<file path="config.mk">
export PLATFORM = sky130hd
export DESIGN_NAME = csr_unit
export DESIGN_NICKNAME = d
export VERILOG_FILES = /design/src/hdl/csr_pkg.sv /design/src/hdl/csr_access_if.sv /design/src/hdl/csr_unit.sv /design/src/hdl/csr_config_regs.sv /design/src/hdl/csr_trap_regs.sv /design/src/hdl/csr_request_ctrl.sv
export SDC_FILE = /design/constraint.sdc
export NUM_CORES = 1
export LEC_CHECK = 0
export CAP_MARGIN = 20
export CORE_MARGIN = 2
export CORE_UTILIZATION = 46
export DETAILED_ROUTE_END_ITERATION = 12
export DONT_BUFFER_PORTS = 1
export PLACE_DENSITY = 0.57
export SLEW_MARGIN = 20
export SYNTH_ARGS = -nofsm -noshare
export SYNTH_HDL_FRONTEND = slang
export SYNTH_SLANG_ARGS = --single-unit
export TNS_END_PERCENT = 100
</file>
<file path="constraint.sdc">
create_clock -name clk -period 29.9 [get_ports clk]
set_input_delay 5.98 -clock clk [delete_from_list [all_inputs] [get_ports clk]]
set_output_delay 5.98 -clock clk [all_outputs]
set_load 0.01 [all_outputs]
</file>
<file path="src/hdl/csr_pkg.sv">
// CSR unit shared types and constants

package csr_pkg;

    typedef logic [31:0] word_t;

    // ------------------------------------------------------------
    // Privilege levels and command opcodes
    // ------------------------------------------------------------
    typedef enum logic [1:0] {
        priv_user       = 2'd0,
        priv_supervisor = 2'd1,
        priv_machine    = 2'd3
    } priv_e;

    typedef enum logic [2:0] {
        op_read  = 3'd0,
        op_write = 3'd1,
        op_trap  = 3'd2,
        op_mret  = 3'd3,
        op_sret  = 3'd4
    } csr_op_e;

    // Standard CSR addresses
    typedef enum logic [11:0] {
        csr_sstatus   = 12'h100,
        csr_stvec     = 12'h105,
        csr_sscratch  = 12'h140,
        csr_sepc      = 12'h141,
        csr_scause    = 12'h142,
        csr_stval     = 12'h143,
        csr_mstatus   = 12'h300,
        csr_misa      = 12'h301,
        csr_medeleg   = 12'h302,
        csr_mtvec     = 12'h305,
        csr_mscratch  = 12'h340,
        csr_mepc      = 12'h341,
        csr_mcause    = 12'h342,
        csr_mtval     = 12'h343,
        csr_cycle     = 12'hc00,
        csr_cycleh    = 12'hc80,
        csr_mvendorid = 12'hf11,
        csr_marchid   = 12'hf12,
        csr_mimpid    = 12'hf13,
        csr_mhartid   = 12'hf14
    } csr_addr_e;

    // ------------------------------------------------------------
    // Status and cause layout
    // ------------------------------------------------------------
    typedef struct packed {
        logic [18:0] wpri_hi;
        logic [1:0]  mpp;
        logic [1:0]  wpri_9;
        logic        spp;
        logic        mpie;
        logic        wpri_6;
        logic        spie;
        logic        wpri_4;
        logic        mie;
        logic        wpri_2;
        logic        sie;
        logic        wpri_0;
    } status_t;

    typedef struct packed {
        logic       interrupt;
        logic [3:0] code;
    } cause_t;

    // Implemented mstatus bits
    localparam word_t mstatus_mask = 32'h0000_19aa;
    // SIE, SPIE and SPP
    localparam word_t sstatus_mask = 32'h0000_0122;
    // MXL=1, I and S
    localparam word_t misa_value   = 32'h4004_0100;

endpackage
</file>
<file path="src/hdl/csr_access_if.sv">
// CSR command bus

`timescale 1ns/1ns

interface csr_access_if;

    logic               exec;
    csr_pkg::csr_op_e   op;
    csr_pkg::csr_addr_e addr;
    csr_pkg::word_t     wdata;
    csr_pkg::cause_t    cause;
    csr_pkg::word_t     pc;
    csr_pkg::word_t     tval;

    // Each block returns zero for what it does not own
    csr_pkg::word_t     trap_rdata;
    csr_pkg::word_t     config_rdata;

    modport ctrl (
        output exec, op, addr, wdata, cause, pc, tval,
        input  trap_rdata, config_rdata
    );

    modport regs (
        input  exec, op, addr, wdata, cause, pc, tval,
        output trap_rdata, config_rdata
    );

endinterface

</file>
<file path="src/hdl/csr_unit.sv">
// Machine and supervisor CSR unit

`timescale 1ns/1ns

module csr_unit #(
    parameter logic [31:0] hart_id = 32'd0
) (
    input  logic               clk,
    input  logic               rst,
    input  logic               req,
    input  csr_pkg::csr_op_e   op,
    input  csr_pkg::csr_addr_e addr,
    input  csr_pkg::word_t     wdata,
    input  csr_pkg::cause_t    trap_cause,
    input  csr_pkg::word_t     trap_pc,
    input  csr_pkg::word_t     trap_tval,
    output logic               ack,
    output csr_pkg::word_t     rdata,
    output csr_pkg::priv_e     priv
);

    csr_pkg::word_t medeleg;
    csr_pkg::word_t mtvec;
    csr_pkg::word_t stvec;

    csr_access_if bus ();

    csr_request_ctrl i_csr_request_ctrl (
        .clk        (clk),
        .rst        (rst),
        .req        (req),
        .op         (op),
        .addr       (addr),
        .wdata      (wdata),
        .trap_cause (trap_cause),
        .trap_pc    (trap_pc),
        .trap_tval  (trap_tval),
        .ack        (ack),
        .rdata      (rdata),
        .bus        (bus.ctrl)
    );

    csr_trap_regs i_csr_trap_regs (
        .clk     (clk),
        .rst     (rst),
        .bus     (bus.regs),
        .medeleg (medeleg),
        .mtvec   (mtvec),
        .stvec   (stvec),
        .priv    (priv)
    );

    csr_config_regs #(
        .hart_id (hart_id)
    ) i_csr_config_regs (
        .clk     (clk),
        .rst     (rst),
        .bus     (bus.regs),
        .medeleg (medeleg),
        .mtvec   (mtvec),
        .stvec   (stvec)
    );

endmodule

</file>
<file path="src/hdl/csr_config_regs.sv">
// Vector, scratch, delegation and counter registers

`timescale 1ns/1ns

module csr_config_regs #(
    parameter logic [31:0] hart_id = 32'd0
) (
    input  logic            clk,
    input  logic            rst,
    csr_access_if.regs      bus,
    output csr_pkg::word_t  medeleg,
    output csr_pkg::word_t  mtvec,
    output csr_pkg::word_t  stvec
);

    csr_pkg::word_t mscratch;
    csr_pkg::word_t sscratch;
    logic [63:0]    cycle;
    logic           wr_en;

    assign wr_en = bus.exec && (bus.op == csr_pkg::op_write);

    // ------------------------------------------------------------
    // Registers
    // ------------------------------------------------------------
    always_ff @(posedge clk) begin
        if (rst) begin
            mtvec    <= '0;
            stvec    <= '0;
            mscratch <= '0;
            sscratch <= '0;
            medeleg  <= '0;
        end else if (wr_en) begin
            case (bus.addr)
                csr_pkg::csr_mtvec:    mtvec    <= bus.wdata;
                csr_pkg::csr_stvec:    stvec    <= bus.wdata;
                csr_pkg::csr_mscratch: mscratch <= bus.wdata;
                csr_pkg::csr_sscratch: sscratch <= bus.wdata;
                csr_pkg::csr_medeleg:  medeleg  <= bus.wdata;
                default: begin
                end
            endcase
        end
    end

    // Free running cycle counter
    always_ff @(posedge clk) begin
        if (rst) begin
            cycle <= '0;
        end else begin
            cycle <= cycle + 64'd1;
        end
    end

    // ------------------------------------------------------------
    // Read data
    // ------------------------------------------------------------
    always_comb begin
        bus.config_rdata = '0;
        if (bus.op == csr_pkg::op_read || bus.op == csr_pkg::op_write) begin
            case (bus.addr)
                csr_pkg::csr_mtvec:     bus.config_rdata = mtvec;
                csr_pkg::csr_stvec:     bus.config_rdata = stvec;
                csr_pkg::csr_mscratch:  bus.config_rdata = mscratch;
                csr_pkg::csr_sscratch:  bus.config_rdata = sscratch;
                csr_pkg::csr_medeleg:   bus.config_rdata = medeleg;
                csr_pkg::csr_cycle:     bus.config_rdata = cycle[31:0];
                csr_pkg::csr_cycleh:    bus.config_rdata = cycle[63:32];
                csr_pkg::csr_misa:      bus.config_rdata = csr_pkg::misa_value;
                // Identity registers not implemented
                csr_pkg::csr_mvendorid: bus.config_rdata = '0;
                csr_pkg::csr_marchid:   bus.config_rdata = '0;
                csr_pkg::csr_mimpid:    bus.config_rdata = '0;
                csr_pkg::csr_mhartid:   bus.config_rdata = hart_id;
                default:                bus.config_rdata = '0;
            endcase
        end
    end

endmodule

</file>
<file path="src/hdl/csr_trap_regs.sv">
// Privilege, status and trap record registers

`timescale 1ns/1ns

module csr_trap_regs (
    input  logic            clk,
    input  logic            rst,
    csr_access_if.regs      bus,
    input  csr_pkg::word_t  medeleg,
    input  csr_pkg::word_t  mtvec,
    input  csr_pkg::word_t  stvec,
    output csr_pkg::priv_e  priv
);

    csr_pkg::status_t status;
    csr_pkg::word_t   mepc;
    csr_pkg::cause_t  mcause;
    csr_pkg::word_t   mtval;
    csr_pkg::word_t   sepc;
    csr_pkg::cause_t  scause;
    csr_pkg::word_t   stval;

    csr_pkg::priv_e   next_priv;
    csr_pkg::status_t next_status;
    logic             delegate;

    function automatic csr_pkg::word_t cause_word(csr_pkg::cause_t c);
        return {c.interrupt, 27'd0, c.code};
    endfunction

    assign delegate = medeleg[{1'b0, bus.cause.code}];

    // ------------------------------------------------------------
    // Next privilege and status
    // ------------------------------------------------------------
    always_comb begin
        next_priv   = priv;
        next_status = status;
        if (bus.exec) begin
            case (bus.op)
                csr_pkg::op_trap: begin
                    if (delegate) begin
                        next_priv        = csr_pkg::priv_supervisor;
                        next_status.spie = status.sie;
                        next_status.sie  = 1'b0;
                        next_status.spp  = priv[0];
                    end else begin
                        next_priv        = csr_pkg::priv_machine;
                        next_status.mpie = status.mie;
                        next_status.mie  = 1'b0;
                        next_status.mpp  = priv;
                    end
                end
                csr_pkg::op_mret: begin
                    next_priv       = csr_pkg::priv_e'(status.mpp);
                    next_status.mie = status.mpie;
                    next_status.mpp = csr_pkg::priv_user;
                end
                csr_pkg::op_sret: begin
                    next_priv       = status.spp ? csr_pkg::priv_supervisor
                                                 : csr_pkg::priv_user;
                    next_status.sie = status.spie;
                    next_status.spp = 1'b0;
                end
                csr_pkg::op_write: begin
                    if (bus.addr == csr_pkg::csr_mstatus) begin
                        next_status = csr_pkg::status_t'(bus.wdata & csr_pkg::mstatus_mask);
                    end else if (bus.addr == csr_pkg::csr_sstatus) begin
                        next_status = csr_pkg::status_t'((status & ~csr_pkg::sstatus_mask)
                                    | (bus.wdata & csr_pkg::sstatus_mask));
                    end
                end
                default: begin
                end
            endcase
        end
    end

    always_ff @(posedge clk) begin
        if (rst) begin
            priv   <= csr_pkg::priv_machine;
            status <= '0;
        end else begin
            priv   <= next_priv;
            status <= next_status;
        end
    end

    // Trap records
    always_ff @(posedge clk) begin
        if (bus.exec) begin
            case (bus.op)
                csr_pkg::op_trap: begin
                    if (delegate) begin
                        sepc   <= bus.pc;
                        scause <= bus.cause;
                        stval  <= bus.tval;
                    end else begin
                        mepc   <= bus.pc;
                        mcause <= bus.cause;
                        mtval  <= bus.tval;
                    end
                end
                csr_pkg::op_write: begin
                    case (bus.addr)
                        csr_pkg::csr_mepc:   mepc   <= bus.wdata;
                        csr_pkg::csr_mcause: mcause <= {bus.wdata[31], bus.wdata[3:0]};
                        csr_pkg::csr_mtval:  mtval  <= bus.wdata;
                        csr_pkg::csr_sepc:   sepc   <= bus.wdata;
                        csr_pkg::csr_scause: scause <= {bus.wdata[31], bus.wdata[3:0]};
                        csr_pkg::csr_stval:  stval  <= bus.wdata;
                        default: begin
                        end
                    endcase
                end
                default: begin
                end
            endcase
        end
    end

    // ------------------------------------------------------------
    // Read data from pre-update values
    // ------------------------------------------------------------
    always_comb begin
        bus.trap_rdata = '0;
        case (bus.op)
            csr_pkg::op_read, csr_pkg::op_write: begin
                case (bus.addr)
                    csr_pkg::csr_mstatus: bus.trap_rdata = status;
                    csr_pkg::csr_sstatus: bus.trap_rdata = status & csr_pkg::sstatus_mask;
                    csr_pkg::csr_mepc:    bus.trap_rdata = mepc;
                    csr_pkg::csr_mcause:  bus.trap_rdata = cause_word(mcause);
                    csr_pkg::csr_mtval:   bus.trap_rdata = mtval;
                    csr_pkg::csr_sepc:    bus.trap_rdata = sepc;
                    csr_pkg::csr_scause:  bus.trap_rdata = cause_word(scause);
                    csr_pkg::csr_stval:   bus.trap_rdata = stval;
                    default:              bus.trap_rdata = '0;
                endcase
            end
            // Target vector with mode bits cleared
            csr_pkg::op_trap: begin
                bus.trap_rdata = delegate ? {stvec[31:2], 2'b00} : {mtvec[31:2], 2'b00};
            end
            csr_pkg::op_mret: bus.trap_rdata = mepc;
            csr_pkg::op_sret: bus.trap_rdata = sepc;
            default:          bus.trap_rdata = '0;
        endcase
    end

endmodule

</file>
<file path="src/hdl/csr_request_ctrl.sv">
// CSR request handshake controller

`timescale 1ns/1ns

module csr_request_ctrl (
    input  logic               clk,
    input  logic               rst,
    input  logic               req,
    input  csr_pkg::csr_op_e   op,
    input  csr_pkg::csr_addr_e addr,
    input  csr_pkg::word_t     wdata,
    input  csr_pkg::cause_t    trap_cause,
    input  csr_pkg::word_t     trap_pc,
    input  csr_pkg::word_t     trap_tval,
    output logic               ack,
    output csr_pkg::word_t     rdata,
    csr_access_if.ctrl         bus
);

    typedef enum logic [1:0] {
        st_idle,
        st_exec,
        st_hold
    } state_e;

    state_e state;
    logic   req_q;

    // ------------------------------------------------------------
    // Handshake FSM
    // ------------------------------------------------------------
    always_ff @(posedge clk) begin
        if (rst) begin
            req_q <= 1'b0;
            state <= st_idle;
        end else begin
            req_q <= req;
            case (state)
                st_idle: begin
                    if (req_q) begin
                        state <= st_exec;
                    end
                end
                st_exec: begin
                    state <= st_hold;
                end
                st_hold: begin
                    // Stay here until the requester drops req
                    if (!req_q) begin
                        state <= st_idle;
                    end
                end
                default: begin
                    state <= st_idle;
                end
            endcase
        end
    end

    assign bus.exec = (state == st_exec);
    assign ack      = (state == st_hold);

    // Command capture
    always_ff @(posedge clk) begin
        if (state == st_idle && req_q) begin
            bus.op    <= op;
            bus.addr  <= addr;
            bus.wdata <= wdata;
            bus.cause <= trap_cause;
            bus.pc    <= trap_pc;
            bus.tval  <= trap_tval;
        end
    end

    // Response held for the rest of the transfer
    always_ff @(posedge clk) begin
        if (state == st_exec) begin
            rdata <= bus.trap_rdata | bus.config_rdata;
        end
    end

endmodule

</file>
==> qor.txt, run 1 <==
status = finished, final reports clean
clk_lat worst skew = 630 ps
All-Layer GR Usage = 27.1%
vias in the first global route = 17.0k
PD cells = 60.5 nW/um2
CP Buf/Inv Count = 0
# DRC = 0
Detailed Route Iter0 Violations = 2004
die footprint = 52000 um2
Post-Syn Area = 23100 um2
post-layout util = 51.5%
Synth-to-Final Area Change = 11.3%
critical path capture point type = primary output
leakage power figure = 8.34 nW
via count = 17.8k
Yosys cell types = 76
initial core utilization = 46.3%
WS Path Type = reg -> out
pre-CTS setup slack = 23240 ps
CTS tree = done
startpoint type of the worst setup path = flop
CP max FO = 4
Final Cell Area = 25700 um2
Data required, critical path = 23920 ps
Routed WL = 72.0 mm
gpl congestion = 0.908
Crit-path slowest cell = dfxtp_1
skew final = 44.1 ps
setup bufs post-CTS = 0
GRT Residual Overflow = 0
Die H = 228 um
TritonCTS buffer count = 55
Core Region = 49900 um2
setup tns final = 0 ps
CTS resizes = 0
initial antenna violation count = 0
RSZ-0062 raised after global routing = false
Final WS setup = 22610 ps
Crit path largest cell delay = 370 ps
min-delay worst type = reg -> reg
Hold Violations, Final = 0
Rel. slew slack = 23.1%
ys async rst share = 0%
post-layout net count = 2281
CP Depth = 1
fmax = 137 MHz
CTS clk-pin slew, worst paths = 70 ps
clock net sink count = 522
syn avg cell area = 10.3 um2
Hold Path Cell Cnt = 2
ANT nets after route = 0
commonest cells after routing, fill and taps aside = 538 x nand2_1, 286 x edfxtp_1, 236 x dfxtp_1, 215 x a21oi_1, 123 x mux2i_1
crit share post-route = 24.4%
Worst VDD drop = 0.0474 mV
max-slew violations = 0
Simple-Gate Fraction of Synth Area = 17.3%
max-cap viol count = 0
top-level I/O count = 154
Synth Register Bits = 522
# H-tree levels = 2
yosys warns = 0
DR WL/cell = 25.0 um
Final setup viols = 0
min cycle time layout = 7290 ps
Seq/Total Area, Yosys = 57.7%
multiplexer share of the synthesized area = 7.21%
top_reg_cell synth = edfxtp_1
non-filler instance count after layout = 2878
cells along the critical path = nor2b_1
Compound-Gate Fraction of Synth Area = 13.5%
global-route wire length before repair = 108 mm
layout cells sized above 1 = 8.71%
clk buf depth = 3
adder-cell share of the synthesized area = 0.0542%
FF-to-FF path depth = 5
largest net degree at the start of global routing = 241
Detailed Place HPWL = 46.1 mm
chip width = 228 um
Area after DPL = 23700 um2
Worst-Margin Slew = 1150 ps
main combinational cell family by area after synthesis = simple AND/OR/NAND/NOR gates
commonest non-fill, non-tap cell in the layout = nand2_1
I/O Buffers = 0
FP Rows = 82
Crit path max-delay family = flip-flops
Vias/cell = 6.19
drt pass-1 iters = 6
hold buffer count at cts = 0
DP Cell Count = 2776
WP data arrival = 1310 ps
clock tree root buffer cell = clkbuf_16
Mapped Nets = 2351
XOR/XNOR Fraction of Synth Area = 1.10%
Mapped Cells = 2231
number of enable flip-flop cells after synthesis = 286
FILL cells = 4441
==> cells in the mapped netlist (all sizes together) (15+ instances only) <==
library cell / count / area [um2]
o31ai: 21 / 158
nand4: 50 / 313
buf: 31 / 144
nor2: 82 / 308
a211oi: 15 / 113
nand3: 39 / 195
a21oi: 218 / 1090
o21ai: 16 / 80.1
clkbuf: 127 / 477
o22ai: 35 / 219
dfxtp: 236 / 4720
o221ai: 36 / 315
nor4: 22 / 150
a22o: 31 / 272
nor2b: 15 / 93.8
or4: 25 / 188
edfxtp: 286 / 8590
xnor2: 15 / 131
nor3: 26 / 145
nand2: 538 / 2020
inv: 30 / 113
mux2i: 123 / 1230
mux2: 23 / 274
a22oi: 16 / 120
==> stage by stage <==
step	hold WS [ps]	total power, mW
after floorplan	426	0.821
after global placement	435	0.833
after detailed placement	443	0.833
after CTS	449	1.56
after global routing	464	1.59
final	451	1.55
==> layer usage <==
layer  up-vias  part of all wire, %  GRT usage (%)
met5         -                    0              0
met4         0                  3.5           10.3
met3       142                  9.0           5.38
met2       806                   44           40.8
met1      8789                   43           38.6
li1       8089                    -              -
==> report_power, final <==
| group | internal (mW) | switching [mW] |
|---|---|---|
| sequential | 0.768 | 0.0127 |
| combinational | 0.0118 | 0.0263 |
| clock | 0.441 | 0.293 |
| total | 1.22 | 0.332 |
==> worst paths after layout <==
check | from | endpoint | slack [ps]
max | i_csr_request_ctrl.state[1] | ack | 22610
min | i_csr_config_regs.mscratch[22] | i_csr_config_regs.mscratch[22] | 450
max reg2reg | i_csr_request_ctrl.bus.addr[1] | i_csr_config_regs.mscratch[10] | 25940
min reg2reg | i_csr_config_regs.mscratch[22] | i_csr_config_regs.mscratch[22] | 450
==> worst register-to-register path, delay by kind of cell, from the launching register on <==
| family | cells | cell delay (ps) |
|---|---|---|
| and+or+nand+nor | 4 | 2970 |
| DFF | 1 | 730 |
| AOI/OAI and AO/OA | 1 | 90 |
==> flip-flops by register name, summed over array words and instances, names as in the netlist, 2 cells and up <==
| signal | cells |
|---|---|
| i_csr_config_regs.cycle | 64 |
| i_csr_config_regs.medeleg | 32 |
| i_csr_config_regs.mscratch | 32 |
| i_csr_config_regs.mtvec | 32 |
| i_csr_config_regs.sscratch | 32 |
| i_csr_config_regs.stvec | 32 |
| i_csr_request_ctrl.bus.addr | 12 |
| i_csr_request_ctrl.bus.cause | 5 |
| i_csr_request_ctrl.bus.op | 3 |
| i_csr_request_ctrl.bus.pc | 32 |
| i_csr_request_ctrl.bus.tval | 32 |
| i_csr_request_ctrl.bus.wdata | 32 |
| i_csr_request_ctrl.rdata | 32 |
| i_csr_request_ctrl.state | 2 |
| i_csr_trap_regs.mcause | 5 |
| i_csr_trap_regs.mepc | 32 |
| i_csr_trap_regs.mtval | 32 |
| i_csr_trap_regs.priv | 2 |
| i_csr_trap_regs.scause | 5 |
| i_csr_trap_regs.sepc | 32 |
| i_csr_trap_regs.status | 7 |
| i_csr_trap_regs.stval | 32 |
==> logic make-up after synthesis <==
group / after synthesis
simple gates: 868
flops: 522
compound gates: 470
buf+inv: 188
mux: 153
xor+xnor: 29
fa+ha+maj: 1
==> cell type report <==
cell class | count | area, um2 | share of cell area, %
inverters | 30 | 113 | 0.439
multi-input cells | 1521 | 9220 | 35.9
well taps | 672 | 841 | 3.28
diodes | 1 | 2.50 | 0.00975
flip-flops and latches | 522 | 13300 | 51.9
clock buffers | 75 | 1510 | 5.89
repair buffers | 31 | 245 | 0.955
clock inverters | 26 | 428 | 1.67
(Power assumes the default switching activity.)
==> run 2: changes to the inputs <==
--- a/config.mk
+++ b/config.mk
@@ -10,7 +10,7 @@
 export CORE_UTILIZATION = 46
 export DETAILED_ROUTE_END_ITERATION = 12
 export DONT_BUFFER_PORTS = 1
-export PLACE_DENSITY = 0.57
+export PLACE_DENSITY = 0.59
 export SLEW_MARGIN = 20
 export SYNTH_ARGS = -nofsm -noshare
 export SYNTH_HDL_FRONTEND = slang
==> constraint.sdc (replaced) <==
create_clock -name clk -period 6.5 [get_ports clk]
set_input_delay 1.3 -clock clk [delete_from_list [all_inputs] [get_ports clk]]
set_output_delay 1.3 -clock clk [all_outputs]
set_load 0.01 [all_outputs]
==> qor.txt, run 2 (same netlist as run 1, synthesis figures left out) <==
Critical R2R Capture = i_csr_config_regs.mscratch[7]
TritonCTS buffer count = 56
leakage power figure = 8.30 nW
global-route wire length before repair = 108 mm
RSZ-0062 raised after global routing = false
most flop-heavy register = i_csr_config_regs.cycle
Area after DPL = 23700 um2
status = finished, final reports clean
HP Start = i_csr_config_regs.mscratch[29]
PD cells = 272 nW/um2
# DRC = 0
Gate power share = 2.5%
critical path capture point type = flop
Rel. slew slack = 25.5%
skew final = 18.2 ps
startpoint type of the worst setup path = flop
commonest non-fill, non-tap cell in the layout = nand2_1
Final Cell Area = 25600 um2
Endpoint, Worst Hold = i_csr_config_regs.mscratch[29]
die footprint = 52000 um2
GRT Residual Overflow = 0
R2R setup slack = 2870 ps
fmax = 275 MHz
Min Hold Slack = 451 ps
layout cells sized above 1 = 8.43%
gpl congestion = 0.885
top-level I/O count = 154
I/O Buffers = 0
vias in the first global route = 16.5k
clock net sink count = 522
setup tns final = 0 ps
switching pwr = 1.53 mW
via count = 17.9k
Synth-to-Final Area Change = 10.8%
commonest cells after routing, fill and taps aside = 538 x nand2_1, 286 x edfxtp_1, 236 x dfxtp_1, 215 x a21oi_1, 123 x mux2i_1
WP data arrival = 4140 ps
Vias/cell = 6.21
clk_lat worst skew = 640 ps
Reg-to-Reg Start = i_csr_request_ctrl.bus.addr[1]
max reg flops = 64
clk buf depth = 3
Die H = 228 um
FILL cells = 4509
Hold Violations, Final = 0
setup bufs post-CTS = 0
sw frac = 21.9%
Data required, critical path = 7010 ps
CTS clk-pin slew, worst paths = 60 ps
Reg power frac = 51.7%
min cycle time layout = 3630 ps
Final setup viols = 0
ANT nets after route = 0
largest net degree at the start of global routing = 241
Worst-Margin Slew = 1120 ps
Routed WL = 72.7 mm
chip width = 228 um
initial antenna violation count = 2
Hold Path Cell Cnt = 2
Detailed Place HPWL = 47.7 mm
Detailed Route Iter0 Violations = 2241
max-cap viol count = 0
drt pass-1 iters = 8
max-slew violations = 0
FF-to-FF path depth = 5
All-Layer GR Usage = 27.4%
post-layout net count = 2285
min-delay worst type = reg -> reg
Worst VDD drop = 0.237 mV
clock power share = 45.9%
Core Region = 49900 um2
clock tree root buffer cell = clkbuf_16
crit share post-route = 55.9%
CTS resizes = 0
WS Path Type = reg -> reg
Int Power = 5.43 mW
# H-tree levels = 2
CTS tree = done
CP max FO = 32
hold buffer count at cts = 0
DR WL/cell = 25.2 um
initial core utilization = 46.3%
FP Rows = 82
[run 2: final cells by class]
type / count / area, um2 / share of cell area, %
tap: 672 / 841 / 3.29
antenna: 1 / 2.50 / 0.00979
timing repair buffer: 34 / 268 / 1.05
clock buffer: 82 / 1580 / 6.18
sequential: 522 / 13300 / 52.1
inverter: 30 / 113 / 0.441
multi-input combinational: 1521 / 9210 / 36.0
clock inverter: 18 / 240 / 0.940
[run 2: critical path: stages, from the launching register on]
cell and delay [ps]:
edfxtp_1 680, or4_1 930, nor2_1 570, nand3_2 900
nand2_1 310, a21oi_1 100
[run 2: worst max path at each step]
| stage | startpoint | to | slack (ps) | depth (start not counted) |
|---|---|---|---|---|
| after floorplan | i_csr_request_ctrl.state[1] | i_csr_request_ctrl.bus.addr[0] | 1120 | 1 |
| after global placement | i_csr_request_ctrl.bus.addr[1] | i_csr_request_ctrl.rdata[4] | 2960 | 5 |
| after detailed placement | i_csr_request_ctrl.bus.addr[1] | i_csr_request_ctrl.rdata[6] | 2790 | 5 |
| after CTS | i_csr_request_ctrl.bus.addr[1] | i_csr_request_ctrl.rdata[6] | 2780 | 5 |
| after global routing | i_csr_request_ctrl.bus.addr[0] | i_csr_config_regs.mscratch[9] | 2720 | 5 |
| final | i_csr_request_ctrl.bus.addr[1] | i_csr_config_regs.mscratch[7] | 2870 | 5 |
[run 2: metal layers]
metal	global-route usage [%]	vias to the layer above	routed length [um]
met1	38.8	8825	30700
met3	6.28	127	7150
met2	41.7	856	32700
li1	-	8082	-
met4	8.76	0	2140
met5	0	-	0
[run 2: power by group through the flow]
stage               Sequential, mW  Combinational (mW)  Clock [mW]
finish                        3.60               0.171        3.19
global route                  3.60               0.185        3.38
CTS                           3.59               0.170        3.23
detailed placement            3.66               0.170           0
global placement              3.66               0.167           0
floorplan                     3.63               0.142           0
[run 2: stage by stage]
stage	total power [mW]	std cells	setup slack (ps)	util, %
after global routing	7.16	2879	2720	51.3
after floorplan	3.77	2231	1120	-
after detailed placement	3.83	2779	2790	47.6
after global placement	3.83	2779	2960	47.6
after CTS	6.99	2879	2780	51.2
final	6.96	2880	2870	51.3
